File: src/source/riscv_defines.svh
`ifndef RISCV_DEFINES_SVH
`define RISCV_DEFINES_SVH

`define XLEN 32
`define REG_COUNT 32

`define RESET_PC 32'h0000_0000

// memory-mapped I/O window
`define IO_BASE 32'hFFFF_FF00
`define IO_STATUS_ADDR (`IO_BASE + 32'h0000_0000)
`define IO_RESULT_ADDR (`IO_BASE + 32'h0000_0004)

`endif
File: src/source/riscv_pipe_pkg.sv
`include "riscv_defines.svh"

package riscv_pipe_pkg;

    typedef logic [`XLEN-1:0] word_t;
    typedef logic [$clog2(`REG_COUNT)-1:0] reg_idx_t;

    // sign-extended immediate as wide as a word
    typedef logic [`XLEN-1:0] imm_t;

    typedef enum logic [1:0] {
        RES_ALU = 2'd0,
        RES_MEM = 2'd1,
        RES_PC4 = 2'd2
    } result_src_t;

    typedef enum logic [1:0] {
        FWD_NONE = 2'd0,
        FWD_WB   = 2'd1,
        FWD_MEM  = 2'd2
    } fwd_sel_t;

endpackage

File: src/source/riscv_isa_pkg.sv
package riscv_isa_pkg;

    typedef logic [6:0] opcode_t;
    typedef logic [2:0] funct3_t;

    // major opcodes of the supported subset
    localparam opcode_t OPC_OP     = 7'b011_0011;
    localparam opcode_t OPC_OP_IMM = 7'b001_0011;
    localparam opcode_t OPC_LUI    = 7'b011_0111;
    localparam opcode_t OPC_LOAD   = 7'b000_0011;
    localparam opcode_t OPC_STORE  = 7'b010_0011;
    localparam opcode_t OPC_BRANCH = 7'b110_0011;
    localparam opcode_t OPC_JAL    = 7'b110_1111;

    // funct3 for the ALU group
    localparam funct3_t F3_ADD_SUB = 3'b000;
    localparam funct3_t F3_SLT     = 3'b010;
    localparam funct3_t F3_XOR     = 3'b100;
    localparam funct3_t F3_OR      = 3'b110;
    localparam funct3_t F3_AND     = 3'b111;

    // branch compare
    localparam funct3_t F3_BNE = 3'b001;

    typedef enum logic [2:0] {
        ALU_ADD    = 3'd0,
        ALU_SUB    = 3'd1,
        ALU_AND    = 3'd2,
        ALU_OR     = 3'd3,
        ALU_XOR    = 3'd4,
        ALU_SLT    = 3'd5,
        ALU_PASS_B = 3'd6
    } alu_op_t;

endpackage

File: src/source/riscv_pipeline.sv
`timescale 1ns/1ps
`include "riscv_defines.svh"

module riscv_pipeline (
    input  logic                  clk,
    input  logic                  rst,
    input  riscv_pipe_pkg::word_t instr,
    output riscv_pipe_pkg::word_t pc,
    input  riscv_pipe_pkg::word_t read_data,
    output logic                  data_we,
    output riscv_pipe_pkg::word_t data_addr,
    output riscv_pipe_pkg::word_t din,
    output riscv_pipe_pkg::word_t status,
    output riscv_pipe_pkg::word_t result_bytes
);
    import riscv_isa_pkg::*;
    import riscv_pipe_pkg::*;

    word_t       pc_plus4_f, pc_next_f;
    word_t       instr_d, pc_d, pc4_d;
    word_t       rd1_d, rd2_d;
    reg_idx_t    rs1_d, rs2_d, rd_d;
    imm_t        imm_d;
    alu_op_t     alu_op_d;
    logic        alu_src_d, reg_write_d, mem_write_d, branch_d, branch_ne_d, jump_d;
    result_src_t result_src_d;

    logic        reg_write_e, mem_write_e, branch_e, branch_ne_e, jump_e, alu_src_e;
    alu_op_t     alu_op_e;
    result_src_t result_src_e;
    word_t       rd1_e, rd2_e, pc_e, pc4_e;
    reg_idx_t    rs1_e, rs2_e, rd_e;
    imm_t        imm_e;
    word_t       alu_result_e, write_data_e, pc_target_e;
    logic        pc_src_e;

    logic        reg_write_m, mem_write_m;
    result_src_t result_src_m;
    word_t       alu_result_m, write_data_m, pc4_m, read_data_m;
    reg_idx_t    rd_m;

    logic        reg_write_w;
    result_src_t result_src_w;
    word_t       alu_result_w, read_data_w, pc4_w, result_w;
    reg_idx_t    rd_w;

    fwd_sel_t    forward_a_e, forward_b_e;
    logic        stall_f, stall_d, flush_d, flush_e;

    // fetch
    assign pc_plus4_f = pc + 32'd4;
    assign pc_next_f  = pc_src_e ? pc_target_e : pc_plus4_f;

    always_ff @(posedge clk) begin
        if (rst) begin
            pc <= `RESET_PC;
        end else if (!stall_f) begin
            pc <= pc_next_f;
        end
    end

    // a zero word in F/D decodes to no control
    always_ff @(posedge clk) begin
        if (rst || flush_d) begin
            instr_d <= '0;
        end else if (!stall_d) begin
            instr_d <= instr;
        end
    end

    always_ff @(posedge clk) begin
        if (!stall_d) begin
            pc_d  <= pc;
            pc4_d <= pc_plus4_f;
        end
    end

    instr_decode instr_decode_i (
        .clk          (clk),
        .rst          (rst),
        .instr_d      (instr_d),
        .reg_write_w  (reg_write_w),
        .rd_w         (rd_w),
        .result_w     (result_w),
        .rd1_d        (rd1_d),
        .rd2_d        (rd2_d),
        .rs1_d        (rs1_d),
        .rs2_d        (rs2_d),
        .rd_d         (rd_d),
        .imm_d        (imm_d),
        .alu_op_d     (alu_op_d),
        .alu_src_d    (alu_src_d),
        .reg_write_d  (reg_write_d),
        .mem_write_d  (mem_write_d),
        .branch_d     (branch_d),
        .branch_ne_d  (branch_ne_d),
        .jump_d       (jump_d),
        .result_src_d (result_src_d)
    );

    // a flush of D/E leaves a bubble
    always_ff @(posedge clk) begin
        if (rst || flush_e) begin
            reg_write_e  <= 1'b0;
            mem_write_e  <= 1'b0;
            branch_e     <= 1'b0;
            branch_ne_e  <= 1'b0;
            jump_e       <= 1'b0;
            alu_src_e    <= 1'b0;
            alu_op_e     <= ALU_ADD;
            result_src_e <= RES_ALU;
        end else begin
            reg_write_e  <= reg_write_d;
            mem_write_e  <= mem_write_d;
            branch_e     <= branch_d;
            branch_ne_e  <= branch_ne_d;
            jump_e       <= jump_d;
            alu_src_e    <= alu_src_d;
            alu_op_e     <= alu_op_d;
            result_src_e <= result_src_d;
        end
    end

    always_ff @(posedge clk) begin
        rd1_e <= rd1_d;
        rd2_e <= rd2_d;
        pc_e  <= pc_d;
        pc4_e <= pc4_d;
        rs1_e <= rs1_d;
        rs2_e <= rs2_d;
        rd_e  <= rd_d;
        imm_e <= imm_d;
    end

    exec exec_i (
        .rd1_e        (rd1_e),
        .rd2_e        (rd2_e),
        .pc_e         (pc_e),
        .imm_e        (imm_e),
        .alu_op_e     (alu_op_e),
        .alu_src_e    (alu_src_e),
        .branch_e     (branch_e),
        .branch_ne_e  (branch_ne_e),
        .jump_e       (jump_e),
        .forward_a_e  (forward_a_e),
        .forward_b_e  (forward_b_e),
        .alu_result_m (alu_result_m),
        .result_w     (result_w),
        .alu_result_e (alu_result_e),
        .write_data_e (write_data_e),
        .pc_target_e  (pc_target_e),
        .pc_src_e     (pc_src_e)
    );

    // E/M
    always_ff @(posedge clk) begin
        if (rst) begin
            reg_write_m <= 1'b0;
            mem_write_m <= 1'b0;
        end else begin
            reg_write_m <= reg_write_e;
            mem_write_m <= mem_write_e;
        end
    end

    always_ff @(posedge clk) begin
        result_src_m <= result_src_e;
        alu_result_m <= alu_result_e;
        write_data_m <= write_data_e;
        rd_m         <= rd_e;
        pc4_m        <= pc4_e;
    end

    io_regs io_regs_i (
        .clk          (clk),
        .rst          (rst),
        .mem_write_m  (mem_write_m),
        .alu_result_m (alu_result_m),
        .write_data_m (write_data_m),
        .read_data    (read_data),
        .data_we      (data_we),
        .data_addr    (data_addr),
        .din          (din),
        .read_data_m  (read_data_m),
        .status       (status),
        .result_bytes (result_bytes)
    );

    // M/W
    always_ff @(posedge clk) begin
        if (rst) begin
            reg_write_w <= 1'b0;
        end else begin
            reg_write_w <= reg_write_m;
        end
    end

    always_ff @(posedge clk) begin
        result_src_w <= result_src_m;
        alu_result_w <= alu_result_m;
        read_data_w  <= read_data_m;
        rd_w         <= rd_m;
        pc4_w        <= pc4_m;
    end

    always_comb begin
        case (result_src_w)
            RES_MEM: result_w = read_data_w;
            RES_PC4: result_w = pc4_w;
            default: result_w = alu_result_w;
        endcase
    end

    hazard_unit hazard_unit_i (
        .rs1_d        (rs1_d),
        .rs2_d        (rs2_d),
        .rs1_e        (rs1_e),
        .rs2_e        (rs2_e),
        .rd_e         (rd_e),
        .rd_m         (rd_m),
        .rd_w         (rd_w),
        .result_src_e (result_src_e),
        .reg_write_m  (reg_write_m),
        .reg_write_w  (reg_write_w),
        .pc_src_e     (pc_src_e),
        .forward_a_e  (forward_a_e),
        .forward_b_e  (forward_b_e),
        .stall_f      (stall_f),
        .stall_d      (stall_d),
        .flush_d      (flush_d),
        .flush_e      (flush_e)
    );

endmodule

File: src/source/io_regs.sv
`timescale 1ns/1ps
`include "riscv_defines.svh"

module io_regs (
    input  logic                  clk,
    input  logic                  rst,
    input  logic                  mem_write_m,
    input  riscv_pipe_pkg::word_t alu_result_m,
    input  riscv_pipe_pkg::word_t write_data_m,
    input  riscv_pipe_pkg::word_t read_data,
    output logic                  data_we,
    output riscv_pipe_pkg::word_t data_addr,
    output riscv_pipe_pkg::word_t din,
    output riscv_pipe_pkg::word_t read_data_m,
    output riscv_pipe_pkg::word_t status,
    output riscv_pipe_pkg::word_t result_bytes
);
    logic is_io;
    logic hit_status;
    logic hit_result;

    // top 24 bits select the I/O page
    assign is_io      = (alu_result_m[31:8] == `IO_BASE >> 8);
    assign hit_status = (alu_result_m == `IO_STATUS_ADDR);
    assign hit_result = (alu_result_m == `IO_RESULT_ADDR);

    assign data_we   = mem_write_m & ~is_io;
    assign data_addr = alu_result_m;
    assign din       = write_data_m;

    always_ff @(posedge clk) begin
        if (rst) begin
            status       <= '0;
            result_bytes <= '0;
        end else if (mem_write_m) begin
            if (hit_status) begin
                status <= write_data_m;
            end
            if (hit_result) begin
                result_bytes <= write_data_m;
            end
        end
    end

    always_comb begin
        if (!is_io) begin
            read_data_m = read_data;
        end else if (hit_status) begin
            read_data_m = status;
        end else if (hit_result) begin
            read_data_m = result_bytes;
        end else begin
            read_data_m = '0;
        end
    end

endmodule

File: src/source/hazard_unit.sv
`timescale 1ns/1ps

module hazard_unit (
    input  riscv_pipe_pkg::reg_idx_t    rs1_d,
    input  riscv_pipe_pkg::reg_idx_t    rs2_d,
    input  riscv_pipe_pkg::reg_idx_t    rs1_e,
    input  riscv_pipe_pkg::reg_idx_t    rs2_e,
    input  riscv_pipe_pkg::reg_idx_t    rd_e,
    input  riscv_pipe_pkg::reg_idx_t    rd_m,
    input  riscv_pipe_pkg::reg_idx_t    rd_w,
    input  riscv_pipe_pkg::result_src_t result_src_e,
    input  logic                        reg_write_m,
    input  logic                        reg_write_w,
    input  logic                        pc_src_e,
    output riscv_pipe_pkg::fwd_sel_t    forward_a_e,
    output riscv_pipe_pkg::fwd_sel_t    forward_b_e,
    output logic                        stall_f,
    output logic                        stall_d,
    output logic                        flush_d,
    output logic                        flush_e
);
    import riscv_pipe_pkg::*;

    logic load_use;

    // newer result in memory wins over write-back
    function automatic fwd_sel_t fwd_select(reg_idx_t rs);
        if (rs == '0) begin
            return FWD_NONE;
        end else if (reg_write_m && rd_m == rs) begin
            return FWD_MEM;
        end else if (reg_write_w && rd_w == rs) begin
            return FWD_WB;
        end
        return FWD_NONE;
    endfunction

    assign forward_a_e = fwd_select(rs1_e);
    assign forward_b_e = fwd_select(rs2_e);

    assign load_use = (result_src_e == RES_MEM) && (rd_e != '0) &&
                      (rd_e == rs1_d || rd_e == rs2_d);

    assign stall_f = load_use;
    assign stall_d = load_use;
    assign flush_d = pc_src_e;
    assign flush_e = load_use | pc_src_e;

endmodule

File: src/source/exec.sv
`timescale 1ns/1ps

module exec (
    input  riscv_pipe_pkg::word_t    rd1_e,
    input  riscv_pipe_pkg::word_t    rd2_e,
    input  riscv_pipe_pkg::word_t    pc_e,
    input  riscv_pipe_pkg::imm_t     imm_e,
    input  riscv_isa_pkg::alu_op_t   alu_op_e,
    input  logic                     alu_src_e,
    input  logic                     branch_e,
    input  logic                     branch_ne_e,
    input  logic                     jump_e,
    input  riscv_pipe_pkg::fwd_sel_t forward_a_e,
    input  riscv_pipe_pkg::fwd_sel_t forward_b_e,
    input  riscv_pipe_pkg::word_t    alu_result_m,
    input  riscv_pipe_pkg::word_t    result_w,
    output riscv_pipe_pkg::word_t    alu_result_e,
    output riscv_pipe_pkg::word_t    write_data_e,
    output riscv_pipe_pkg::word_t    pc_target_e,
    output logic                     pc_src_e
);
    import riscv_isa_pkg::*;
    import riscv_pipe_pkg::*;

    word_t src_a;
    word_t src_b;
    logic  equal;

    function automatic word_t fwd_mux(fwd_sel_t sel, word_t reg_val, word_t mem_val,
                                      word_t wb_val);
        case (sel)
            FWD_MEM: return mem_val;
            FWD_WB:  return wb_val;
            default: return reg_val;
        endcase
    endfunction

    assign src_a        = fwd_mux(forward_a_e, rd1_e, alu_result_m, result_w);
    assign write_data_e = fwd_mux(forward_b_e, rd2_e, alu_result_m, result_w);
    assign src_b        = alu_src_e ? imm_e : write_data_e;

    always_comb begin
        case (alu_op_e)
            ALU_ADD:    alu_result_e = src_a + src_b;
            ALU_SUB:    alu_result_e = src_a - src_b;
            ALU_AND:    alu_result_e = src_a & src_b;
            ALU_OR:     alu_result_e = src_a | src_b;
            ALU_XOR:    alu_result_e = src_a ^ src_b;
            ALU_SLT:    alu_result_e = word_t'($signed(src_a) < $signed(src_b));
            ALU_PASS_B: alu_result_e = src_b;
            default:    alu_result_e = src_b;
        endcase
    end

    // beq/bne compare the register operands, never the immediate
    assign equal       = (src_a == write_data_e);
    assign pc_src_e    = jump_e | (branch_e & (equal ^ branch_ne_e));
    assign pc_target_e = pc_e + imm_e;

endmodule

File: src/source/instr_decode.sv
`timescale 1ns/1ps
`include "riscv_defines.svh"

module instr_decode (
    input  logic                        clk,
    input  logic                        rst,
    input  riscv_pipe_pkg::word_t       instr_d,
    input  logic                        reg_write_w,
    input  riscv_pipe_pkg::reg_idx_t    rd_w,
    input  riscv_pipe_pkg::word_t       result_w,
    output riscv_pipe_pkg::word_t       rd1_d,
    output riscv_pipe_pkg::word_t       rd2_d,
    output riscv_pipe_pkg::reg_idx_t    rs1_d,
    output riscv_pipe_pkg::reg_idx_t    rs2_d,
    output riscv_pipe_pkg::reg_idx_t    rd_d,
    output riscv_pipe_pkg::imm_t        imm_d,
    output riscv_isa_pkg::alu_op_t      alu_op_d,
    output logic                        alu_src_d,
    output logic                        reg_write_d,
    output logic                        mem_write_d,
    output logic                        branch_d,
    output logic                        branch_ne_d,
    output logic                        jump_d,
    output riscv_pipe_pkg::result_src_t result_src_d
);
    import riscv_isa_pkg::*;
    import riscv_pipe_pkg::*;

    opcode_t opcode;
    funct3_t funct3;
    word_t   regs [1:`REG_COUNT-1];
    logic    write_en;

    assign opcode = instr_d[6:0];
    assign funct3 = instr_d[14:12];
    assign rs1_d  = instr_d[19:15];
    assign rs2_d  = instr_d[24:20];
    assign rd_d   = instr_d[11:7];

    function automatic alu_op_t alu_from_funct3(funct3_t f3, logic sub);
        case (f3)
            F3_ADD_SUB: return sub ? ALU_SUB : ALU_ADD;
            F3_SLT:     return ALU_SLT;
            F3_XOR:     return ALU_XOR;
            F3_OR:      return ALU_OR;
            F3_AND:     return ALU_AND;
            default:    return ALU_ADD;
        endcase
    endfunction

    always_comb begin
        alu_op_d     = ALU_ADD;
        alu_src_d    = 1'b0;
        reg_write_d  = 1'b0;
        mem_write_d  = 1'b0;
        branch_d     = 1'b0;
        branch_ne_d  = 1'b0;
        jump_d       = 1'b0;
        result_src_d = RES_ALU;
        imm_d        = {{20{instr_d[31]}}, instr_d[31:20]};
        case (opcode)
            OPC_OP: begin
                reg_write_d = 1'b1;
                alu_op_d    = alu_from_funct3(funct3, instr_d[30]);
            end
            OPC_OP_IMM: begin
                reg_write_d = 1'b1;
                alu_src_d   = 1'b1;
                alu_op_d    = alu_from_funct3(funct3, 1'b0);
            end
            OPC_LUI: begin
                reg_write_d = 1'b1;
                alu_src_d   = 1'b1;
                alu_op_d    = ALU_PASS_B;
                imm_d       = {instr_d[31:12], 12'b0};
            end
            OPC_LOAD: begin
                reg_write_d  = 1'b1;
                alu_src_d    = 1'b1;
                result_src_d = RES_MEM;
            end
            OPC_STORE: begin
                mem_write_d = 1'b1;
                alu_src_d   = 1'b1;
                imm_d       = {{20{instr_d[31]}}, instr_d[31:25], instr_d[11:7]};
            end
            OPC_BRANCH: begin
                branch_d    = 1'b1;
                branch_ne_d = (funct3 == F3_BNE);
                imm_d       = {{19{instr_d[31]}}, instr_d[31], instr_d[7],
                               instr_d[30:25], instr_d[11:8], 1'b0};
            end
            OPC_JAL: begin
                jump_d       = 1'b1;
                reg_write_d  = 1'b1;
                result_src_d = RES_PC4;
                imm_d        = {{11{instr_d[31]}}, instr_d[31], instr_d[19:12],
                                instr_d[20], instr_d[30:21], 1'b0};
            end
            default: ;
        endcase
    end

    // x0 is never stored
    assign write_en = reg_write_w && !rst && (rd_w != '0);

    always_ff @(posedge clk) begin
        if (write_en) begin
            regs[rd_w] <= result_w;
        end
    end

    // same-cycle write shows up on the read ports
    assign rd1_d = (rs1_d == '0) ? '0 :
                   (write_en && rd_w == rs1_d) ? result_w : regs[rs1_d];
    assign rd2_d = (rs2_d == '0) ? '0 :
                   (write_en && rd_w == rs2_d) ? result_w : regs[rs2_d];

endmodule

File: config.mk
export PLATFORM = sky130hd
export DESIGN_NAME = riscv_pipeline
export DESIGN_NICKNAME = d
export VERILOG_FILES = /design/src/source/riscv_pipe_pkg.sv /design/src/source/riscv_isa_pkg.sv /design/src/source/riscv_pipeline.sv /design/src/source/io_regs.sv /design/src/source/hazard_unit.sv /design/src/source/exec.sv /design/src/source/instr_decode.sv
export VERILOG_INCLUDE_DIRS = /design/src /design/src/source
export SDC_FILE = /design/constraint.sdc
export NUM_CORES = 2
export LEC_CHECK = 0
export BUFFER_PORTS_ARGS = -buffer_cell sky130_fd_sc_hd__buf_4
export CAP_MARGIN = 20
export CORE_MARGIN = 3
export CORE_UTILIZATION = 50
export CTS_CLUSTER_DIAMETER = 60
export DETAILED_ROUTE_END_ITERATION = 12
export GPL_TIMING_DRIVEN = 0
export PLACE_DENSITY_LB_ADDON = 0.08
export SYNTH_ARGS = -nofsm -noshare
export SYNTH_HDL_FRONTEND = slang
export SYNTH_HIERARCHICAL = 1
export SYNTH_SLANG_ARGS = --single-unit
File: constraint.sdc
create_clock -name clk -period 7.9 [get_ports clk]
set_clock_uncertainty 0.1 [all_clocks]
set_input_delay 1.975 -clock clk [delete_from_list [all_inputs] [get_ports clk]]
set_output_delay 1.975 -clock clk [all_outputs]
set_load 0.02 [all_outputs]
# Yosys cells after proc, flatten, opt, wreduce, memory -nomap -nowiden
# Memory sizes are Yosys's and may differ from the RTL's. A register that Yosys moved wholly into a read port is not among the register bits.
# Index checks and enable logic that the tools add are counted.
[word_totals]
memories = 1
word_cells = 144
ramBits = 992
inputBits = 66
register_bits = 523
[classes]
n_eq_ne = 34
mux = 36
n_bitwise = 10
order_cmp = 1
n_addsub = 4
reduce_logical = 25
[memory_table]
columns = ["memory", "words", "width", "read_ports", "rd_ports_with_merged_regs", "wr", "line", "text"]
rows = [
  ["instr_decode_i.regs", 31, 32, 2, 2, 1, "instr_decode.sv:31", "word_t regs [1:`REG_COUNT-1];"],
]
[op_table]
columns = ["operator", "count"]
rows = [
  ["one-hot mux 32 bit (2 select lines)", 3],
  ["one-hot mux 32 bit (6 select lines)", 1],
  ["2-to-1 mux 32 bit", 5],
  ["one-hot mux 31 bit (4 select lines)", 1],
  ["adder 32 bit", 2],
  ["equality test 32 bit (second input constant)", 2],
  ["adder 32 x 3 -> 32 bit (second input constant)", 1],
  ["AND 32 bit", 1],
  ["equality test 32 bit", 1],
  ["less-than comparator 32 bit", 1],
  ["OR 32 bit", 1],
  ["subtractor 32 bit", 1],
  ["bitwise XOR 32 bit", 1],
  ["equality test 5 bit", 6],
  ["equality test 24 bit (second input constant)", 1],
  ["equality test 7 x 6 -> 1 bit (second input constant)", 3],
  ["zero test 5 bit", 4],
  ["2-to-1 mux 2 bit", 8],
  ["equality test 3 bit (second input constant)", 5],
  ["one-hot mux 3 bit (5 select lines)", 1],
  ["equality test 7 bit (second input constant)", 2],
  ["2-to-1 mux 1 bit", 14],
  ["one-hot mux 3 bit (4 select lines)", 1],
  ["nonzero test 5 bit", 2],
  ["20 further kinds", 42],
]

# Logic depth before layout (Yosys ltp)
[logic_depth]
depth_word = 15
depth_mapped = 24
mapped_depth_nobuf = 22

# By module
# The synthesis kept the hierarchy.
[by_module_without_submodules]
columns = ["mod", "cells_per_inst", "area_per_inst_um2", "n_inst"]
rows = [
  ["instr_decode", 2594, 47130.2, 1],
  ["riscv_pipeline", 1028, 14194.9, 1],
  ["exec", 1487, 9485.3, 1],
  ["io_regs", 505, 4232.8, 1],
  ["hazard_unit", 60, 446.7, 1],
]

# Least setup slack after synthesis
# Ideal clock, no wire load.
[synth_path]
kind = "register -> register"
from = "reg result_src_w[0]"
to = "reg alu_result_m[30]"
path_buffers = 2
required_ps = 7737
arrival_ps = 5576
stages_incl_launch_ff = 22
synth_period_minus_slack_ps = 5739
slack_ps = 2161
cell_sequence = "dfxtp_1 inv_1 ha_1 clkbuf_1 clkbuf_1 o21ai_0 a22oi_1 nor2_1 a21oi_1 o21ai_0 ha_1 inv_1 fa_1 nor2b_1 o31a_1 o2111ai_1 a31oi_1 o21ai_0 a21o_1 a211o_1 a211o_1 nand3_1"
[synth_between]
elab_chain_len = 6
[synth_lines]
columns = ["item", "line", "text"]
rows = [
  ["start, declared", "riscv_pipeline.sv:43", "result_src_t result_src_w;"],
  ["start signal, assigned", "riscv_pipeline.sv:199", "result_src_w <= result_src_m;"],
  ["equality test 2 bit or equality test 2 x 1 -> 1 bit (tied branches)", "riscv_pipeline.sv:207", "case (result_src_w)"],
  ["one-hot mux 32 bit (2 select lines) (*)", "riscv_pipeline.sv:207", ""],
  ["named net result_w[0]", "riscv_pipeline.sv:44", "word_t alu_result_w, read_data_w, pc4_w, result_w;"],
  ["one-hot mux 32 bit (2 select lines)", "exec.sv:31", "case (sel)"],
  ["2-to-1 mux 32 bit", "exec.sv:40", "assign src_b = alu_src_e ? imm_e : write_data_e;"],
  ["subtractor 32 bit or adder 32 bit (tied branches)", "exec.sv:45, exec.sv:44", ""],
  ["one-hot mux 32 bit (6 select lines) (*)", "exec.sv:43", "case (alu_op_e)"],
  ["named net alu_result_e[30]", "riscv_pipeline.sv:34", "word_t alu_result_e, write_data_e, pc_target_e;"],
  ["end signal, assigned", "riscv_pipeline.sv:168", "alu_result_m <= alu_result_e;"],
  ["end, declared", "riscv_pipeline.sv:39", "word_t alu_result_m, write_data_m, pc4_m, read_data_m;"],
]
# The timed path passes the listed nets; every way through them passes the cells marked *.
# A chain may end at the register's enable or synchronous reset.

# Worst setup path in the final report
[layout_path]
from = "reg result_src_w[0]"
to = "reg alu_result_m[0]"
[layout_between]
elab_chain_len = 6
[layout_lines]
columns = ["item", "line", "text"]
rows = [
  ["equality test 2 bit or equality test 2 x 1 -> 1 bit (tied branches)", "riscv_pipeline.sv:207", ""],
  ["one-hot mux 32 bit (2 select lines) (*)", "riscv_pipeline.sv:207", ""],
  ["named net result_w[12]", "riscv_pipeline.sv:44", ""],
  ["one-hot mux 32 bit (2 select lines)", "exec.sv:31", ""],
  ["2-to-1 mux 32 bit", "exec.sv:40", ""],
  ["less-than comparator 32 bit (*)", "exec.sv:49", "ALU_SLT: alu_result_e = word_t'($signed(src_a) < $signed(src_b));"],
  ["one-hot mux 32 bit (6 select lines) (*)", "exec.sv:43", ""],
  ["named net alu_result_e[0]", "riscv_pipeline.sv:34", ""],
]
# Marked as above.

==> metrics.md <==
| Metric | Value |
|---|---|
| Net Switching | `around 7.1 mW` |
| Antenna viol nets, final | `0` |
| Maxcap violations | `0` |
| Slowest stage delay, CP | `750 ps` |
| Drt initial violations | `7,658` |
| Gpl congestion | `1.007` |
| Final hold vios | `0` |
| Area Growth Syn to Fin | `16.26%` |
| Internal power | `~16 mW` |
| Setup CP Type | `flop to flop` |
| CTS clk-pin slew, worst paths | `about 60 ps` |
| CTS Sinks | `~1,600` |
| Initial antenna violation count | `12` |
| Global-route wire length before repair | `~420,000 µm` |
| Final worst path period need | `roughly 8000 ps` |
| Startpoint Class | `flop` |
| Clock power frac | `35.3%` |
| Switching Share | `31.04%` |
| Die X | `394.6 µm` |
| Final number of max-transition violations | `0` |
| Final setup margin | `between 100 and 150 ps` |
| Unique masters post-synth | `~120` |
| Total gr overflow | `0` |
| DIE AREA | `roughly 160,000 µm²` |
| Status | `completed` |
| FF+latch count, synth | `1,575` |
| Crit end category | `flop` |
| Final setup violation count | `0` |
| Slew at the pin closest to its max-slew limit | `roughly 1300 ps` |
| Kind of cell adding the most delay to the critical path | `compound AO/OA/AOI/OAI gates` |
| Power per standard cell area | `261.2 nW/µm²` |
| Core box area | `between 100,000 and 150,000 µm²` |
| WP buf/inv | `6` |
| Largest cells by area after synthesis | `edfxtp_1, dfxtp_1, mux4_2, a22oi_1, ha_1` |
| Logic gate share of total power | `between 20% and 30%` |
| CTS Buffer Depth | `3` |
| Clk_lat worst skew | `820 ps` |
| Worst IR Drop VDD | `around 0.20 mV` |
| Utilization after layout | `~60%` |
| Ports | `around 230` |
| Placed insts | `7,980` |
| Register share of total power | `44.2%` |
| Syn_nets | `about 6,000` |
| Leakage Power | `slightly above 30 nW` |
| TNS Setup | `0 ps` |
| YS warnings | `6` |
| Routed WL per cell | `around 37 µm` |
| Hold WC Path Type | `flop to flop` |
| Vias per cell | `between 6 and 7` |
| Final worst-path cycle share | `between 90% and 100%` |
| Non-filler cells, final | `between 8,000 and 9,000` |
| Rows | `around 140` |
| Starting density of the core | `50.70%` |
| Drt first pass iters | `8` |
| Fin Hold WS | `221.2 ps` |
| Ant diodes | `0` |
| WL final | `between 300,000 and 400,000 µm` |
| Share of the synthesized area in the top cell type | `approximately two fifths` |
| H-tree levels | `4` |
| Fillcell total | `~12,000` |
| Post-synth EDFFs | `between 1,000 and 1,500` |
| Worst-path fanout max | `20` |
| DP Worst Slack | `179.4 ps` |
| Sequential share of the synthesized area | `around 56%` |
| Total CTS buffers | `between 150 and 200` |
| Slew headroom | `15.80%` |
| CTS tree | `yes` |
| Residual DRC | `0` |
| Mapped Cells | `about 5,700` |
| Root Buffer | `clkbuf_16` |
| Die height | `just under 400 µm` |
| Asr flop ratio synth | `0%` |
| Fraction of layout cells with a size suffix above 1 | `between 20% and 30%` |
| DP HPWL | `about 230,000 µm` |
| Max Clock Freq | `~130 MHz` |
| IO buf count | `between 200 and 250` |
| Pin count of the biggest net entering global routing | `36` |
| Mapped cell area | `about 75,000 µm²` |
| Critical path's slowest cell | `a21oi_1` |
| Vias in the first global route | `53,930` |
| Cell Area, Placed | `approximately 82,000 µm²` |
| Final instance area | `87,760 µm²` |
| Worst path cell trace | `inv_1, ha_1, clkbuf_1, clkbuf_1, buf_8, o21ai_4, buf_12, a22oi_1, nor2_1, a21oi_1, nor2_1, a21oi_1, inv_1, ha_1, nor4_2, nand3_1, a211oi_1, a311oi_2, o41ai_2, a221o_1, a311oi_1, o2111ai_1, a22oi_2` |
| Worst Path Arrival | `~8300 ps` |
| Final nets | `between 6,000 and 7,000` |
| CP required | `8460 ps` |
| Post-CTS Hold Fix Bufs | `0` |
| Post-layout power | `roughly 23 mW` |
| RSZ-0062 raised after global routing | `false` |
| Total number of vias | `56,000` |
| Post-Syn Area per Cell | `13.30 µm²` |
| Leading area contributor after synthesis | `edfxtp_1` |
| GR Util All Layers | `roughly two fifths` |
| Commonest register cell after synthesis | `edfxtp_1` |
[what timing repair did]
| action | 4_1_cts | 5_1_grt |
|---|---|---|
| buffers inserted | 0 | 0 |
| resized for setup | 0 | 5 |
| endpoints found under the setup margin | 0 | 8 |
[path summary, 6_finish.rpt]
kind | from | endpoint | slack (ps) | cells past startpoint
min | pc4_e[18] | pc4_m[18] | 220 | 0
max reg2reg | result_src_w[0] | alu_result_m[0] | 120 | 23
max | result_src_w[0] | alu_result_m[0] | 120 | 23
min reg2reg | pc4_e[18] | pc4_m[18] | 220 | 0
[worst reg2reg max path, delay by kind of cell, from the launching register on]
family,cells,cell delay (ps)
buffers and inverters,6,1890
adder cells (fa/ha/maj),2,690
AO/OA/AOI/OAI,11,3860
flip-flops,1,460
AND/OR/NAND/NOR,4,640
[area by class of cell]
cell class / instances / area [µm²] / share of cell area (%)
well taps: 2002 / 2505 / 2.854
inverters: 176 / 660.6 / 0.7527
flip-flops and latches: 1575 / 42080 / 47.95
plain buffers: 530 / 2814 / 3.206
repair buffers: 309 / 3421 / 3.898
clock buffers: 221 / 4741 / 5.402
multi-input cells: 3393 / 30550 / 34.81
clock inverters: 92 / 993.5 / 1.132
[synth_stat cells (27+ instances only)]
| cell type | count |
|---|---|
| ha_1 | 137 |
| edfxtp_1 | 1054 |
| mux2i_1 | 138 |
| o31ai_2 | 27 |
| a21oi_1 | 330 |
| nand4_1 | 99 |
| buf_2 | 100 |
| a221o_1 | 31 |
| a31oi_1 | 27 |
| nor2_1 | 379 |
| xnor2_1 | 86 |
| buf_4 | 116 |
| nor3_1 | 112 |
| nor3b_1 | 37 |
| o21ai_0 | 177 |
| a22oi_1 | 256 |
| mux4_2 | 448 |
| a211oi_1 | 144 |
| nand3_1 | 54 |
| nor2b_1 | 35 |
| nand2_1 | 224 |
| dfxtp_1 | 521 |
| inv_1 | 171 |
| o31ai_1 | 83 |
| o22ai_1 | 41 |
| buf_1 | 39 |
| xor2_1 | 58 |
| mux2_2 | 39 |
| clkbuf_1 | 242 |
| a21o_1 | 46 |
[placed cells by master (no fill, tap or decap), types with 32 or more instances in the layout]
cell type / synthesis / layout
nor3b_1: 37 / 37
mux2_2: 39 / 39
nand4_1: 99 / 99
ha_1: 137 / 137
dfxtp_1: 521 / 521
buf_12: 1 / 35
buf_4: 116 / 349
o31ai_1: 83 / 83
clkbuf_1: 242 / 266
nand2_1: 224 / 224
edfxtp_1: 1054 / 1054
buf_16: 0 / 34
a21o_1: 46 / 46
o22ai_1: 41 / 41
buf_2: 100 / 104
a21oi_1: 330 / 328
inv_1: 171 / 170
o21ai_0: 177 / 145
nor2_1: 379 / 348
clkbuf_16: 0 / 176
xor2_1: 58 / 58
a22oi_1: 256 / 256
xnor2_1: 86 / 86
o21ai_4: 0 / 32
nor3_1: 112 / 112
nor2b_1: 35 / 35
buf_1: 39 / 39
nand3_1: 54 / 54
nor2_4: 1 / 32
mux2i_1: 138 / 138
mux4_2: 448 / 448
a211oi_1: 144 / 143
[registers in the layout, indices dropped and copies added (netlist names), 5 cells and up]
name,count
rd1_e,32
rs2_e,5
alu_result_w,32
io_regs_i/result_bytes,32
rd_w,5
write_data_m,32
instr_decode_i/regs,992
rd2_e,32
instr_d,32
pc4_d,30
pc_e,30
rd_m,5
pc4_m,32
pc4_w,32
pc4_e,32
pc,32
io_regs_i/status,32
pc_d,32
rd_e,5
rs1_e,5
read_data_w,32
alu_result_m,32
imm_e,32
[layer usage]
| layer | vias to the layer above | wire length (µm) | share of wire (%) | GRT usage (%) |
|---|---|---|---|---|
| met5 | - | 21 | 0.0069 | 0 |
| met4 | 4 | 22910 | 7.5 | 23.76 |
| met3 | 813 | 33610 | 11 | 9.495 |
| met2 | 3764 | 135700 | 45 | 58.17 |
| met1 | 28280 | 112400 | 37 | 49.99 |
| li1 | 23140 | - | - | - |
[power by group through the flow]
stage / combinational, mW / clock (mW) / sequential (mW)
floorplan: 2.19 / 0 / 9.98
global placement: 3.96 / 0 / 10.5
detailed placement: 4.51 / 0 / 10.3
CTS: 4.52 / 8.18 / 10.1
global route: 4.79 / 8.52 / 10.1
finish: 4.70 / 8.09 / 10.1
[logic make-up after synthesis]
kind of cell | Yosys count | synth area share [%]
compound gates | 1361 | 12.43
fa+ha+maj | 140 | 2.350
simple gates | 1122 | 7.412
mux | 626 | 15.80
xor+xnor | 144 | 1.671
buf+inv | 706 | 4.601
flops | 1575 | 55.74
Power figures use the tool's default switching activity.
